File: src/design/ghost_settings.svh
`ifndef GHOST_SETTINGS_SVH
`define GHOST_SETTINGS_SVH

// Cipher key, word i of the key is subkey Ki
`define GHOST_KEY 256'h733d2c20_65686573_74746769_79676120_626e7373_20657369_326c6568_33206d54

// Counter start value for the first pad block
`define GHOST_IV 64'h1234_5678_9abc_def0

// iclk cycles per card clock half period
`define SD_CLK_DIV 2

// One 512 byte block on four lines
`define SD_BLOCK_NIBBLES 1024

`endif
File: src/design/ghost_pkg.sv
package ghost_pkg;

  typedef logic [3:0]   nibble_t;     // One beat on D[3:0]
  typedef logic [9:0]   addr_t;       // RAM address
  typedef logic [63:0]  gost_block_t;
  typedef logic [255:0] gost_key_t;
  typedef logic [15:0]  crc16_t;

  // Card side engine states
  typedef enum logic [3:0] {
    st_idle,
    st_wait_start,
    st_receive,
    st_receive_crc,
    st_end_bit,
    st_wait_otp,
    st_send_start,
    st_send,
    st_send_crc,
    st_send_end,
    st_report
  } sd_state_t;

endpackage

File: src/design/sd_block_engine.sv
`timescale 1ns/1ps
`include "ghost_settings.svh"

module sd_block_engine
  import ghost_pkg::*;
(
  input  logic    iclk,
  input  logic    arst_n,
  input  logic    start,
  input  nibble_t data_in,
  output nibble_t data_oe,
  output logic    clk_sd,
  output logic    gen_otp,
  output logic    new_otp,
  input  logic    otp_ready,
  output addr_t   addr,
  output nibble_t wdata_raw,
  output logic    write_en_raw,
  input  nibble_t rdata,
  output logic    success,
  output logic    fail
);

  localparam int    DIV_W    = $clog2(`SD_CLK_DIV + 1);
  localparam addr_t LAST_NIB = addr_t'(`SD_BLOCK_NIBBLES - 1);

  sd_state_t        state;
  logic [DIV_W-1:0] div_cnt;
  logic             tick;
  logic             rise;
  logic             fall;
  addr_t            nib_cnt;
  logic [3:0]       bit_cnt;
  logic             crc_err;
  logic             crc_clear;
  logic             crc_shift;
  nibble_t          crc_din;
  nibble_t          crc_bit;   // Current CRC bit of each line
  crc16_t           crc_val [4];

  // ================================================
  // Card clock edges
  // ================================================

  assign tick = (div_cnt == DIV_W'(`SD_CLK_DIV - 1));
  assign rise = tick && !clk_sd && (state != st_idle); // Sample point
  assign fall = tick &&  clk_sd && (state != st_idle); // Drive point

  // ================================================
  // Per line CRC16
  // ================================================

  assign crc_clear = ((state == st_idle) && start) || ((state == st_end_bit) && rise);
  assign crc_shift = ((state == st_receive) && rise) ||
                     (((state == st_send_start) || (state == st_send)) && fall);
  assign crc_din   = (state == st_receive) ? data_in : rdata;

  for (genvar i = 0; i < 4; i++) begin : g_line
    sd_crc16 crc_inst (
      .iclk  (iclk),
      .arst_n(arst_n),
      .clear (crc_clear),
      .shift (crc_shift),
      .bit_in(crc_din[i]),
      .crc   (crc_val[i])
    );
    assign crc_bit[i] = crc_val[i][~bit_cnt]; // MSB first
  end

  // ================================================
  // Control FSM
  // ================================================

  always_ff @(posedge iclk or negedge arst_n) begin
    if (!arst_n) begin
      state        <= st_idle;
      div_cnt      <= '0;
      clk_sd       <= 1'b1;
      nib_cnt      <= '0;
      bit_cnt      <= '0;
      crc_err      <= 1'b0;
      data_oe      <= '0;
      addr         <= '0;
      write_en_raw <= 1'b0;
      gen_otp      <= 1'b0;
      new_otp      <= 1'b0;
      success      <= 1'b0;
      fail         <= 1'b0;
    end else begin
      gen_otp      <= 1'b0;
      new_otp      <= 1'b0;
      success      <= 1'b0;
      fail         <= 1'b0;
      write_en_raw <= 1'b0;

      // Card clock rests high when idle
      if (state == st_idle) begin
        div_cnt <= '0;
        clk_sd  <= 1'b1;
      end else if (tick) begin
        div_cnt <= '0;
        clk_sd  <= ~clk_sd;
      end else begin
        div_cnt <= div_cnt + 1'b1;
      end

      case (state)
        st_idle: if (start) begin
          gen_otp <= 1'b1; // Pad is built while the block arrives
          crc_err <= 1'b0;
          state   <= st_wait_start;
        end
        st_wait_start: if (rise && (data_in == 4'h0)) begin
          nib_cnt <= '0;
          state   <= st_receive;
        end
        st_receive: if (rise) begin
          addr         <= nib_cnt;
          write_en_raw <= 1'b1;
          nib_cnt      <= nib_cnt + 1'b1;
          if (nib_cnt == LAST_NIB) begin
            bit_cnt <= '0;
            state   <= st_receive_crc;
          end
        end
        st_receive_crc: if (rise) begin
          if (data_in != crc_bit) crc_err <= 1'b1;
          bit_cnt <= bit_cnt + 1'b1;
          if (bit_cnt == 4'hf) state <= st_end_bit;
        end
        st_end_bit: if (rise) begin
          addr <= '0; // Prefetch first response nibble
          if (crc_err || (data_in != 4'hf)) begin
            crc_err <= 1'b1;
            state   <= st_report;
          end else begin
            state <= st_wait_otp;
          end
        end
        st_wait_otp: if (fall && otp_ready) begin
          data_oe <= 4'hf; // Start bit, all lines low
          nib_cnt <= '0;
          state   <= st_send_start;
        end
        st_send_start, st_send: if (fall) begin
          data_oe <= ~rdata; // Open drain, a zero pulls low
          addr    <= nib_cnt + 1'b1;
          nib_cnt <= nib_cnt + 1'b1;
          if (nib_cnt == LAST_NIB) begin
            bit_cnt <= '0;
            state   <= st_send_crc;
          end else begin
            state <= st_send;
          end
        end
        st_send_crc: if (fall) begin
          data_oe <= ~crc_bit;
          bit_cnt <= bit_cnt + 1'b1;
          if (bit_cnt == 4'hf) state <= st_send_end;
        end
        st_send_end: if (fall) begin
          data_oe <= '0; // End bit by release
          state   <= st_report;
        end
        st_report: if (rise) begin
          success <= !crc_err;
          new_otp <= !crc_err;
          fail    <= crc_err;
          state   <= st_idle;
        end
        default: state <= st_idle;
      endcase
    end
  end

  // Raw nibble goes out with its write strobe
  always_ff @(posedge iclk) begin
    if ((state == st_receive) && rise) wdata_raw <= data_in;
  end

endmodule

File: src/design/sd_crc16.sv
`timescale 1ns/1ps

module sd_crc16
  import ghost_pkg::*;
(
  input  logic   iclk,
  input  logic   arst_n,
  input  logic   clear,
  input  logic   shift,
  input  logic   bit_in,
  output crc16_t crc
);

  localparam crc16_t POLY = 16'h1021; // x^16 + x^12 + x^5 + 1

  logic feedback;

  assign feedback = bit_in ^ crc[15];

  always_ff @(posedge iclk or negedge arst_n) begin
    if (!arst_n) begin
      crc <= '0;
    end else if (clear) begin
      crc <= '0;
    end else if (shift) begin
      crc <= {crc[14:0], 1'b0} ^ (feedback ? POLY : 16'h0000);
    end
  end

endmodule

File: config.mk
export PLATFORM = sky130hd
export DESIGN_NAME = sd_block_engine
export DESIGN_NICKNAME = d
export VERILOG_FILES = /design/src/design/ghost_pkg.sv /design/src/design/sd_block_engine.sv /design/src/design/sd_crc16.sv
export VERILOG_INCLUDE_DIRS = /design/src /design/src/design
export SDC_FILE = /design/constraint.sdc
export NUM_CORES = 1
export LEC_CHECK = 0
export BUFFER_PORTS_ARGS = -buffer_cell sky130_fd_sc_hd__buf_4
export CORE_ASPECT_RATIO = 0.5
export CORE_MARGIN = 5
export CORE_UTILIZATION = 36
export DETAILED_ROUTE_END_ITERATION = 7
export SLEW_MARGIN = 30
export SYNTH_ARGS = -nofsm -noshare
export SYNTH_HDL_FRONTEND = slang
export SYNTH_SLANG_ARGS = --single-unit
File: constraint.sdc
create_clock -name iclk -period 3.3 [get_ports iclk]
set_input_delay 0.165 -clock iclk [delete_from_list [all_inputs] [get_ports iclk]]
set_output_delay 0.165 -clock iclk [all_outputs]
set_load 0.05 [all_outputs]
==> results of run 1 <==
flip-flops by register name, indices dropped and copies added, names as in the netlist:
| register | count |
|---|---|
| clk_sd | 1 |
| fail | 1 |
| g_line.crc_inst.crc | 64 |
| addr | 10 |
| bit_cnt | 4 |
| write_en_raw | 1 |
| div_cnt | 2 |
| state | 4 |
| success | 1 |
| nib_cnt | 10 |
| gen_otp | 1 |
| data_oe | 4 |
| crc_err | 1 |
| wdata_raw | 4 |
path summary, 6_finish.rpt:
path,startpoint,endpoint,cells after the start,slack [ns]
worst max register to register,nib_cnt[0],state[1],7,0.63
max in group asynchronous,arst_n,clk_sd,3,2.14
worst max-delay path,nib_cnt[0],state[1],7,0.63
min in group asynchronous,arst_n,g_line[2].crc_inst.crc[14],2,0.39
worst min register to register,addr[8],addr[8],2,0.47
worst min-delay path,data_in[2],wdata_raw[2],1,0.05
kinds of logic after synthesis:
family	Yosys count	synth area share, %
compound gates	167	21.96
xor+xnor	20	3.156
simple gates	137	12.29
buf+inv	44	4.464
mux	30	8.611
fa+ha+maj	2	0.4508
flops	108	49.08
worst max-delay path: cells and delay by family, from the launching register on:
kind | cells | cell delay (ns)
AO/OA/AOI/OAI | 3 | 0.66
adder cells (fa/ha/maj) | 1 | 0.28
flip-flops | 1 | 0.45
AND/OR/NAND/NOR | 3 | 1.20
cell usage after synthesis, drive strengths merged (4+ instances only):
master    n  area [um2]
clkbuf   11       41.29
nand2    46       172.7
dfrtp   103        2577
o31ai     7       52.55
and3      6       37.54
a22oi     5       37.54
a22o     59       516.8
xnor2    17       148.9
mux4     13       292.8
a21oi    18       90.09
mux2i    15       162.7
or3       4       25.02
nor2     33       123.9
nor3      7       35.03
nor4      6       43.79
buf      26       180.2
nor2b     5       31.28
and2      4       27.53
edfxtp    4       120.1
o21ai    43       215.2
inv       7       26.28
nand2b    4       25.02
nand3     8       40.04
a211oi    5       50.05
a21o      5       37.54
metal layers:
metal  wire length, um  vias to the layer above  share of wire, %
met4               116                        0              0.91
li1                  -                     1945                 -
met5                 0                        -                 0
met2              6009                       75                47
met3               414                        8               3.2
met1              6237                     2062                49
repair_timing:
action                                 CTS  global route
hold buffers                             1             0
endpoints found under the hold margin   55             0
gates resized for setup                  0             0
through the flow:
step                      worst slack, ns  instance area (um2)  util, %  instances  power (W)
after floorplan                     1.123                 5550        -        508   0.004465
after global placement             0.8290                 5964    39.10        724   0.005129
after detailed placement           0.7573                 5964    39.10        724   0.005165
after CTS                          0.6927                 6242    40.92        741   0.006211
after global routing               0.4532                 6246    40.94        741   0.006618
final                              0.6298                 6246    40.94        741   0.006163
layout by cell type, fill, tap and decap left out, types with 3 or more instances in the layout:
cell type  instances
nand2b_1           4
nor2b_1            5
a22o_1            59
nand3_1            8
o211ai_1           3
xnor2_1           17
nor3_1             7
a21oi_1           18
clkbuf_16          9
nor2_1            33
o31ai_1            7
o21ai_0           39
and3_1             6
a22oi_1            5
a21o_1             5
inv_1              7
and2_1             3
nor4_1             5
a221oi_1           3
edfxtp_1           4
nand3b_1           3
buf_4             47
o21ai_1            4
a211oi_1           4
mux4_2            13
xor2_1             3
o32a_1             3
mux2i_1           14
dfrtp_1          103
nand2_1           46
or3_1              4
power by group:
| group | leakage, nW | switching, W | total, W | internal [W] |
|---|---|---|---|---|
| combinational | 1.15 | 0.00174 | 0.00292 | 0.00118 |
| clock | 0.132 | 0.000493 | 0.00101 | 0.000517 |
| sequential | 1.42 | 0.000423 | 0.00224 | 0.00182 |
layout make-up:
type	count	share of cell area (%)
Sequential cell	108	43.61
Timing Repair Buffer	50	6.310
Inverter	7	0.4207
Multi-Input combinational cell	356	41.29
Clock buffer	11	3.726
Tap cell	204	4.087
Clock inverter	5	0.5609
==> flow_summary.toml, run 1 <==
[critical_path]
critPathLaunchType = "flip-flop"
cp_slowest_stage_delay_ns = 0.73
cp_data_required_time_ns = 3.58
cp.arrival_ns = 2.95
crit_type = "reg -> reg"
worst-path-max-fanout = 8
endpoint_kind = "flip-flop"
crit_slowest_cell = "nor4_2"
worstPathCellList = "ha_1 -> nand3_1 -> nor4_2 -> or2_1 -> o2111ai_2 -> a211oi_1 -> a211o_1"

[die]
dieArea_um2 = 18150
core_um2 = 15250
die_h_um = 97.80
die_w_um = 185.6
ios = 36
num_rows = 32
initial_core_util_pct = 36.38

[global_route]
use_met2_pct = 22.92
grt_max_degree = 71
track_usage_pct = 14.76
use_met3_pct = 2.233
busiest_layer = "met2"
grt_overflow = 0
grtUsageMet1_pct = 21.86
antenna_found_initial = 0
first_global_vias = 3950
grt_pass1_wl_um = 21650

[detailed_routing]
viasPerCell = 5.520
vias = 4090
ant_nets = 0
route.detailed.drc = 0
wl_per_cell_um = 17.24
finalWirelength_um = 12780
drt_iter0_markers = 313
dr.pass1.iters = 5

[sta]
hold_slack_ns = 0.04872
setup_violations = 0
setup_tns_ns = 0
finClkSkew_ns = 0.009307
rsz0062_at_grt = "no"
min_period_ns = 2.670
slew_violations = 0
tightest_slew_ns = 0.7157
timing.fmax_mhz = 374.5
slew_headroom_pct = 51.89
fin_crit_sh_pct = 80.91
finalHoldViolations = 0

[hold_path]
hp-class = "in -> reg"

[placed_design]
dp_hpwl_um = 8425
gp_congestion = 0.8432
io_buffers = 35

[outcome]
status = "completed"

[pwr]
ir_worst_vdd_v = 0.0003868
power_density_nw_per_um2 = 986.6
p_leak_nw = 2.702

[synth]
ys_warn_count = 0
synthArstFlopShare_pct = 96.30
synth_edf_count = 4
ys_seq_area_share_pct = 49.08
synth_area_um2 = 5550
synth_cell_types = 63
ys.flop_type = "dfrtp_1"
postSynthNetCount = 522
synthCells = 508
syn_area_per_cell_um2 = 10.93
ys_ff_latch = 108

[final_layout]
syn2layout_area_growth_pct = 12.53
drive_gt1_share_pct = 16.20
num_antenna_cells = 0
fillers = 1468
seq_area_um2 = 2724
num-nets-final = 546
multi_input_area_um2 = 2579

[run]
drv_cap = 0

[cts]
clk_pin_slew_worst_paths_ns = 0.08
root_buffer = "clkbuf_16"
cts_tree = "yes"
cts_setup_buffers = 0
clk_latency_ns = 0.35
cts_max_level = 3
cts_sinks = 108
cts_made_buffers = 9
cts_max_path_buffers = 2
(Power assumes the default switching activity.)
==> run 2: changes to the inputs <==
--- a/config.mk
+++ b/config.mk
@@ -6,6 +6,7 @@
 export SDC_FILE = /design/constraint.sdc
 export NUM_CORES = 1
 export LEC_CHECK = 0
+export ABC_AREA = 1
 export BUFFER_PORTS_ARGS = -buffer_cell sky130_fd_sc_hd__buf_4
 export CORE_ASPECT_RATIO = 0.5
 export CORE_MARGIN = 5
==> constraint.sdc (replaced) <==
create_clock -name iclk -period 2.3 [get_ports iclk]
set_input_delay 0.115 -clock iclk [delete_from_list [all_inputs] [get_ports iclk]]
set_output_delay 0.115 -clock iclk [all_outputs]
set_load 0.05 [all_outputs]
==> flow_summary.toml, run 2 <==
[outcome]
status = "completed"

[placed_design]
post_dp_cell_area_um2 = 6106
gp_congestion = 0.8617
dp_cells = 907
io_buffers = 35
dp_hpwl_um = 9672

[global_route]
grt_overflow = 0
grt_pass1_wl_um = 23180
track_usage_pct = 15.75
grt_max_degree = 50
first_global_vias = 4432
antenna_found_initial = 0

[detailed_routing]
viasPerCell = 5.015
route.detailed.drc = 0
finalWirelength_um = 13800
wl_per_cell_um = 14.87
dr.pass1.iters = 5
drt_iter0_markers = 251
vias = 4654
ant_nets = 0

[critical_path]
crit_slowest_cell = "dfrtp_1"
cp_data_required_time_ns = 2.54
critPathLaunchType = "flip-flop"
critical-path-top-delay-family = "simple AND/OR/NAND/NOR gates"
timing.critical_path.buf_inv = 1
worstPathCellList = "inv_2 -> nand2_1 -> nand3_1 -> nand2_1 -> nor2_1 -> nand2_1 -> nand3_1 -> nand3_1 -> nor2_1 -> nand2_1 -> nand3_1 -> nand2_1"
cp.arrival_ns = 2.27
cpMostUsedCell = "nand2_1"
worst-path-max-fanout = 24
cp_slowest_stage_delay_ns = 0.46
crit_type = "reg -> reg"
endpoint_kind = "flip-flop"

[synth]
ys_seq_area_share_pct = 48.76
synth_edf_count = 4
ys_warn_count = 0
postSynthNetCount = 691
syn_area_per_cell_um2 = 8.252
yosys.area.top_type = "dfrtp_1"
ys_ff_latch = 108
synthCells = 677
synthArstFlopShare_pct = 96.30
ys.flop_type = "dfrtp_1"
synth_top_area_share_pct = 46.14
ys_top_cells_by_area = "dfrtp_1 (46%), nand2_1 (10%), o22ai_1 (7.7%), inv_1 (6.1%), nand3_1 (5.1%)"
synth_cell_types = 40
synth_area_um2 = 5587
synthTopCellsByCount = "nand2_1 (154), dfrtp_1 (103), inv_1 (91)"
synth_most_common_cell = "nand2_1"

[sta]
fin_crit_sh_pct = 87.90
timing.fmax_mhz = 494.6
setup_violations = 0
min_period_ns = 2.022
setup_tns_ns = 0
slew_violations = 0
slew_headroom_pct = 68.07
rsz0062_at_grt = "no"
finClkSkew_ns = 0.007870
finalHoldViolations = 0
tightest_slew_ns = 0.4783

[final_layout]
largest_register_ffs = 64
fin_util_pct = 42.13
regMostFlops = "g_line.crc_inst.crc"
fin_area_um2 = 6444
stdcell_count = 928
final_common_cell = "nand2_1"
reg_top3 = "g_line.crc_inst.crc (64), addr (10), nib_cnt (10)"
num-nets-final = 733
num_antenna_cells = 0
layout_common_cells = "nand2_1 (154), dfrtp_1 (103), inv_1 (91), o22ai_1 (69), nand3_1 (57)"
syn2layout_area_growth_pct = 15.34
drive_gt1_share_pct = 15.19

[die]
dieArea_um2 = 18260
ios = 36
initial_core_util_pct = 36.53
die_h_um = 98.09
die_w_um = 186.2
num_rows = 32
core_um2 = 15290

[run]
drv_cap = 0

[cts]
cts_tree = "yes"
cts_sinks = 108
root_buffer = "clkbuf_16"
cts_resized = 0
cts_made_buffers = 9
clk_pin_slew_worst_paths_ns = 0.07
cts_max_level = 3
clk_latency_ns = 0.35
cts_max_path_buffers = 2

[hold_path]
hp-class = "in -> reg"

[pwr]
power_density_nw_per_um2 = 1191
p_leak_nw = 2.966
ir_worst_vdd_v = 0.0004154
run 2: cell types whose count changed after synthesis, moves of 10 or more:
cell     previous run  this run
mux2i_1            14         0
nand2_1            46       154
inv_1               7        91
nor2_1             33        44
nand3_1             8        57
o22ai_1             2        69
mux4_2             13         0
xnor2_1            17         1
o21ai_0            39        29
a22o_1             59         0
run 2: logic make-up (layout without fill, tap and decap cells):
| kind of cell | Yosys count | in the layout | share of synthesized area [%] |
|---|---|---|---|
| and+or+nand+nor | 285 | 285 | 22.78 |
| buffers and inverters | 128 | 175 | 9.631 |
| AOI/OAI and AO/OA | 138 | 138 | 15.34 |
| adders and majority gates | 2 | 2 | 0.4479 |
| xor gates and xnor gates | 16 | 16 | 3.046 |
| DFF | 108 | 108 | 48.76 |
run 2: cell type report:
class | count | area (um2)
Multi-Input combinational cell | 441 | 2325
Clock buffer | 12 | 257.7
Clock inverter | 4 | 30.03
Sequential cell | 108 | 2724
Tap cell | 204 | 255.2
Inverter | 101 | 379.1
Fill cell | 1515 | 8851
Timing Repair Buffer | 58 | 473.0
run 2: repair_timing:
| item | in CTS | in global routing |
|---|---|---|
| hold endpoints to repair | 29 | 0 |
| setup buffers | 0 | 0 |
| hold buffers | 5 | 0 |
run 2: final timing paths:
| path | from | to | slack [ns] | cells past startpoint |
|---|---|---|---|---|
| min in group asynchronous | arst_n | g_line[2].crc_inst.crc[6] | 0.22 | 2 |
| max | bit_cnt[0] | crc_err | 0.28 | 12 |
| max reg2reg | bit_cnt[0] | crc_err | 0.28 | 12 |
| max in group asynchronous | arst_n | nib_cnt[0] | 1.35 | 3 |
| min reg2reg | div_cnt[0] | div_cnt[0] | 0.45 | 1 |
| min | start | gen_otp | 0.07 | 3 |
run 2: worst register-to-register path: cells and delay by family (launching register included):
family        cells  cell delay [ns]
simple gates     11             1.07
flops             1             0.46
buf+inv           1             0.39
run 2: report_power, final:
| group | internal (W) | switching [W] |
|---|---|---|
| combinational | 0.00114 | 0.00254 |
| sequential | 0.00224 | 0.000232 |
| clock | 0.000807 | 0.000718 |
run 2: metrics by stage:
stage / total power [W] / setup WS, ns / hold slack [ns]
after global placement: 0.006164 / 0.3276 / 0.07205
after detailed placement: 0.006176 / 0.3312 / 0.06708
after floorplan: 0.005173 / 0.4647 / -0.1806
after global routing: 0.008203 / 0.06439 / 0.06857
final: 0.007671 / 0.2783 / 0.06964
after CTS: 0.007727 / 0.3052 / 0.06934
run 2: layer usage:
| metal | track usage (%) | part of all wire, % | up-vias |
|---|---|---|---|
| met5 | 0 | 0 | - |
| met4 | 4.085 | 1.4 | 0 |
| met3 | 3.349 | 4.6 | 15 |
| met2 | 24.42 | 46 | 102 |
| met1 | 22.50 | 48 | 2229 |
| li1 | - | - | 2308 |
==> run 3: changes to the inputs <==
--- a/config.mk
+++ b/config.mk
@@ -15,4 +15,5 @@
 export SLEW_MARGIN = 30
 export SYNTH_ARGS = -nofsm -noshare
 export SYNTH_HDL_FRONTEND = slang
+export SYNTH_HIERARCHICAL = 1
 export SYNTH_SLANG_ARGS = --single-unit
==> constraint.sdc (replaced) <==
create_clock -name iclk -period 2.5 [get_ports iclk]
set_input_delay 0.125 -clock iclk [delete_from_list [all_inputs] [get_ports iclk]]
set_output_delay 0.125 -clock iclk [all_outputs]
set_load 0.05 [all_outputs]
==> flow_summary.toml, run 3 <==
[synth]
synth_edf_count = 4
synthArstFlopShare_pct = 96.30
synthCells = 779
synth-compound-area-share_pct = 16.13
synth_xor_area_share_pct = 1.128
synthAdderAreaFrac_pct = 0.4027
ys_warn_count = 6
ys_seq_area_share_pct = 43.84
ys.flop_type = "dfrtp_1"
synth_top_area_share_pct = 41.48
synth_area_um2 = 6213
synthTopCellsByCount = "nand2_1 (211), inv_1 (132), dfrtp_1 (103)"
synthMuxAreaShare_pct = 0
syn_area_per_cell_um2 = 7.976
ys_ff_latch = 108
yosys.area.top_type = "dfrtp_1"
synth_most_common_cell = "nand2_1"
postSynthNetCount = 793
ys_top_cells_by_area = "dfrtp_1 (41%), nand2_1 (13%), o22ai_2 (8.1%), inv_1 (8.0%), nand3_1 (5.2%)"
synthSimpleGateAreaFrac_pct = 25.96
synth_top_family_by_area = "simple AND/OR/NAND/NOR gates"
synth_cell_types = 42

[die]
die_h_um = 102.9
num_rows = 33
ios = 36
die_w_um = 195.8
core_um2 = 16640
dieArea_um2 = 20150
initial_core_util_pct = 37.34

[cts]
cts_max_level = 3
root_buffer = "clkbuf_16"
cts_sinks = 108
cts_resized = 0
cts_max_path_buffers = 2
cts_setup_buffers = 0
ctsHoldBuffers = 5
clk_pin_slew_worst_paths_ns = 0.07
cts_tree = "yes"
clk_latency_ns = 0.35
cts_made_buffers = 9

[global_route]
first_global_vias = 5005
track_usage_pct = 15.14
grt_max_degree = 45
grt_pass1_wl_um = 24850
grt_overflow = 0
antenna_found_initial = 0

[final_layout]
regMostFlops = "g_line.crc_inst/crc"
drive_gt1_share_pct = 18.26
largest_register_ffs = 64
num-nets-final = 836
syn2layout_area_growth_pct = 13.57
num_antenna_cells = 0
final_common_cell = "nand2_1"
fin_util_pct = 42.41
reg_top3 = "g_line.crc_inst/crc (64), addr (10), nib_cnt (10)"
layout_common_cells = "nand2_1 (211), inv_1 (132), dfrtp_1 (103), nand3_1 (64), nor2_1 (54)"
fillers = 1670

[sta]
finClkSkew_ns = 0.006814
slew_violations = 0
tightest_slew_ns = 0.6207
min_period_ns = 2.117
rsz0062_at_grt = "no"
setup_tns_ns = 0
finalHoldViolations = 0
timing.fmax_mhz = 472.3
fin_crit_sh_pct = 84.69
setup_violations = 0
slew_headroom_pct = 58.62

[critical_path]
cp-startpoint = "clk_sd"
endpoint_kind = "flip-flop"
timing.critical_path.buf_inv = 4
worst-path-max-fanout = 13
cp.arrival_ns = 2.38
r2r.worst_path.cells = 12
crit_cells = 12
crit_slowest_cell = "dfstp_2"
r2r_start = "clk_sd"
cp_data_required_time_ns = 2.76
worstPathCellList = "inv_1 -> nor2_4 -> nand2_4 -> o21ai_4 -> inv_2 -> nor2_2 -> inv_2 -> nor2_4 -> nand2_1 -> inv_1 -> nand3_1 -> o21ai_0"
critPathLaunchType = "flip-flop"
crit_type = "reg -> reg"
critical-path-top-delay-family = "simple AND/OR/NAND/NOR gates"
cp_slowest_stage_delay_ns = 0.55

[pwr]
ir_worst_vdd_v = 0.0004693
total_power_w = 0.008931
p_leak_nw = 3.284
power_density_nw_per_um2 = 1266

[detailed_routing]
finalWirelength_um = 14500
dr.pass1.iters = 7
ant_nets = 0
drt_iter0_markers = 257
wl_per_cell_um = 13.76
viasPerCell = 4.828
route.detailed.drc = 0
vias = 5089

[outcome]
status = "completed"

[placed_design]
io_buffers = 35
gp_congestion = 0.9433
dp_hpwl_um = 10410

[run]
drv_cap = 0

[hold_path]
whs_path_depth = 3
hp-class = "in -> reg"
hold_start = "start"
-- run 3: where the power goes --
group / internal [W] / leakage (nW) / total (W) / switching (W)
Combinational: 0.00151 / 1.69 / 0.00473 / 0.00322
Clock: 0.000906 / 0.159 / 0.00155 / 0.000646
Sequential: 0.00228 / 1.44 / 0.00265 / 0.000368
-- run 3: worst reg2reg max path, cell delays in order, from the launching register on --
cell     delay (ns)
dfstp_2        0.55
inv_1          0.09
nor2_4         0.13
nand2_4        0.08
o21ai_4        0.08
inv_2          0.05
nor2_2         0.08
inv_2          0.07
nor2_4         0.34
nand2_1        0.19
inv_1          0.17
nand3_1        0.11
o21ai_0        0.09
-- run 3: layout make-up --
type                       count  area, um2  area share [%]
clock buffer                  10      239.0           3.387
clock inverter                 6      86.33           1.223
inverter                     148      560.5           7.943
multi-input combinational    498       2710           38.40
sequential                   108       2724           38.60
tap                          227      284.0           4.025
timing repair buffer          57      452.9           6.418
-- run 3: final timing paths --
kind	to	slack, ns
max	g_line[1].crc_inst/crc[0]	0.38
min	gen_otp	0.05
max reg2reg	g_line[1].crc_inst/crc[0]	0.38
min reg2reg	data_oe[3]	0.50
max in group asynchronous	clk_sd	1.34
min in group asynchronous	g_line[3].crc_inst/crc[8]	0.33
-- run 3: stage by stage --
stage | worst slack, ns | std cells | hold WS (ns) | cell area [um2]
2_1_floorplan | 0.4465 | 779 | -0.1706 | 6213
3_3_place_gp | 0.4223 | 1033 | 0.1747 | 6681
3_5_place_dp | 0.3741 | 1033 | 0.1859 | 6681
4_1_cts | 0.3661 | 1054 | 0.03028 | 7057
5_1_grt | 0.1297 | 1054 | 0.04291 | 7057
6_report | 0.3828 | 1054 | 0.05490 | 7057
-- run 3: per-layer routing --
metal  track usage (%)  vias up  wire, um
met2             25.13      108      6630
met4             3.646        0       117
li1                  -     2568         -
met1             20.75     2406      7110
met3             3.004        7       640
met5                 0        -         0
-- run 3: kinds of logic (layout without fill, tap and decap cells) --
| logic type | count (synthesis) | after routing |
|---|---|---|
| AOI/OAI and AO/OA | 126 | 126 |
| buffers and inverters | 173 | 221 |
| adders and majority gates | 2 | 2 |
| xor gates and xnor gates | 8 | 8 |
| and+or+nand+nor | 362 | 362 |
| DFF | 108 | 108 |
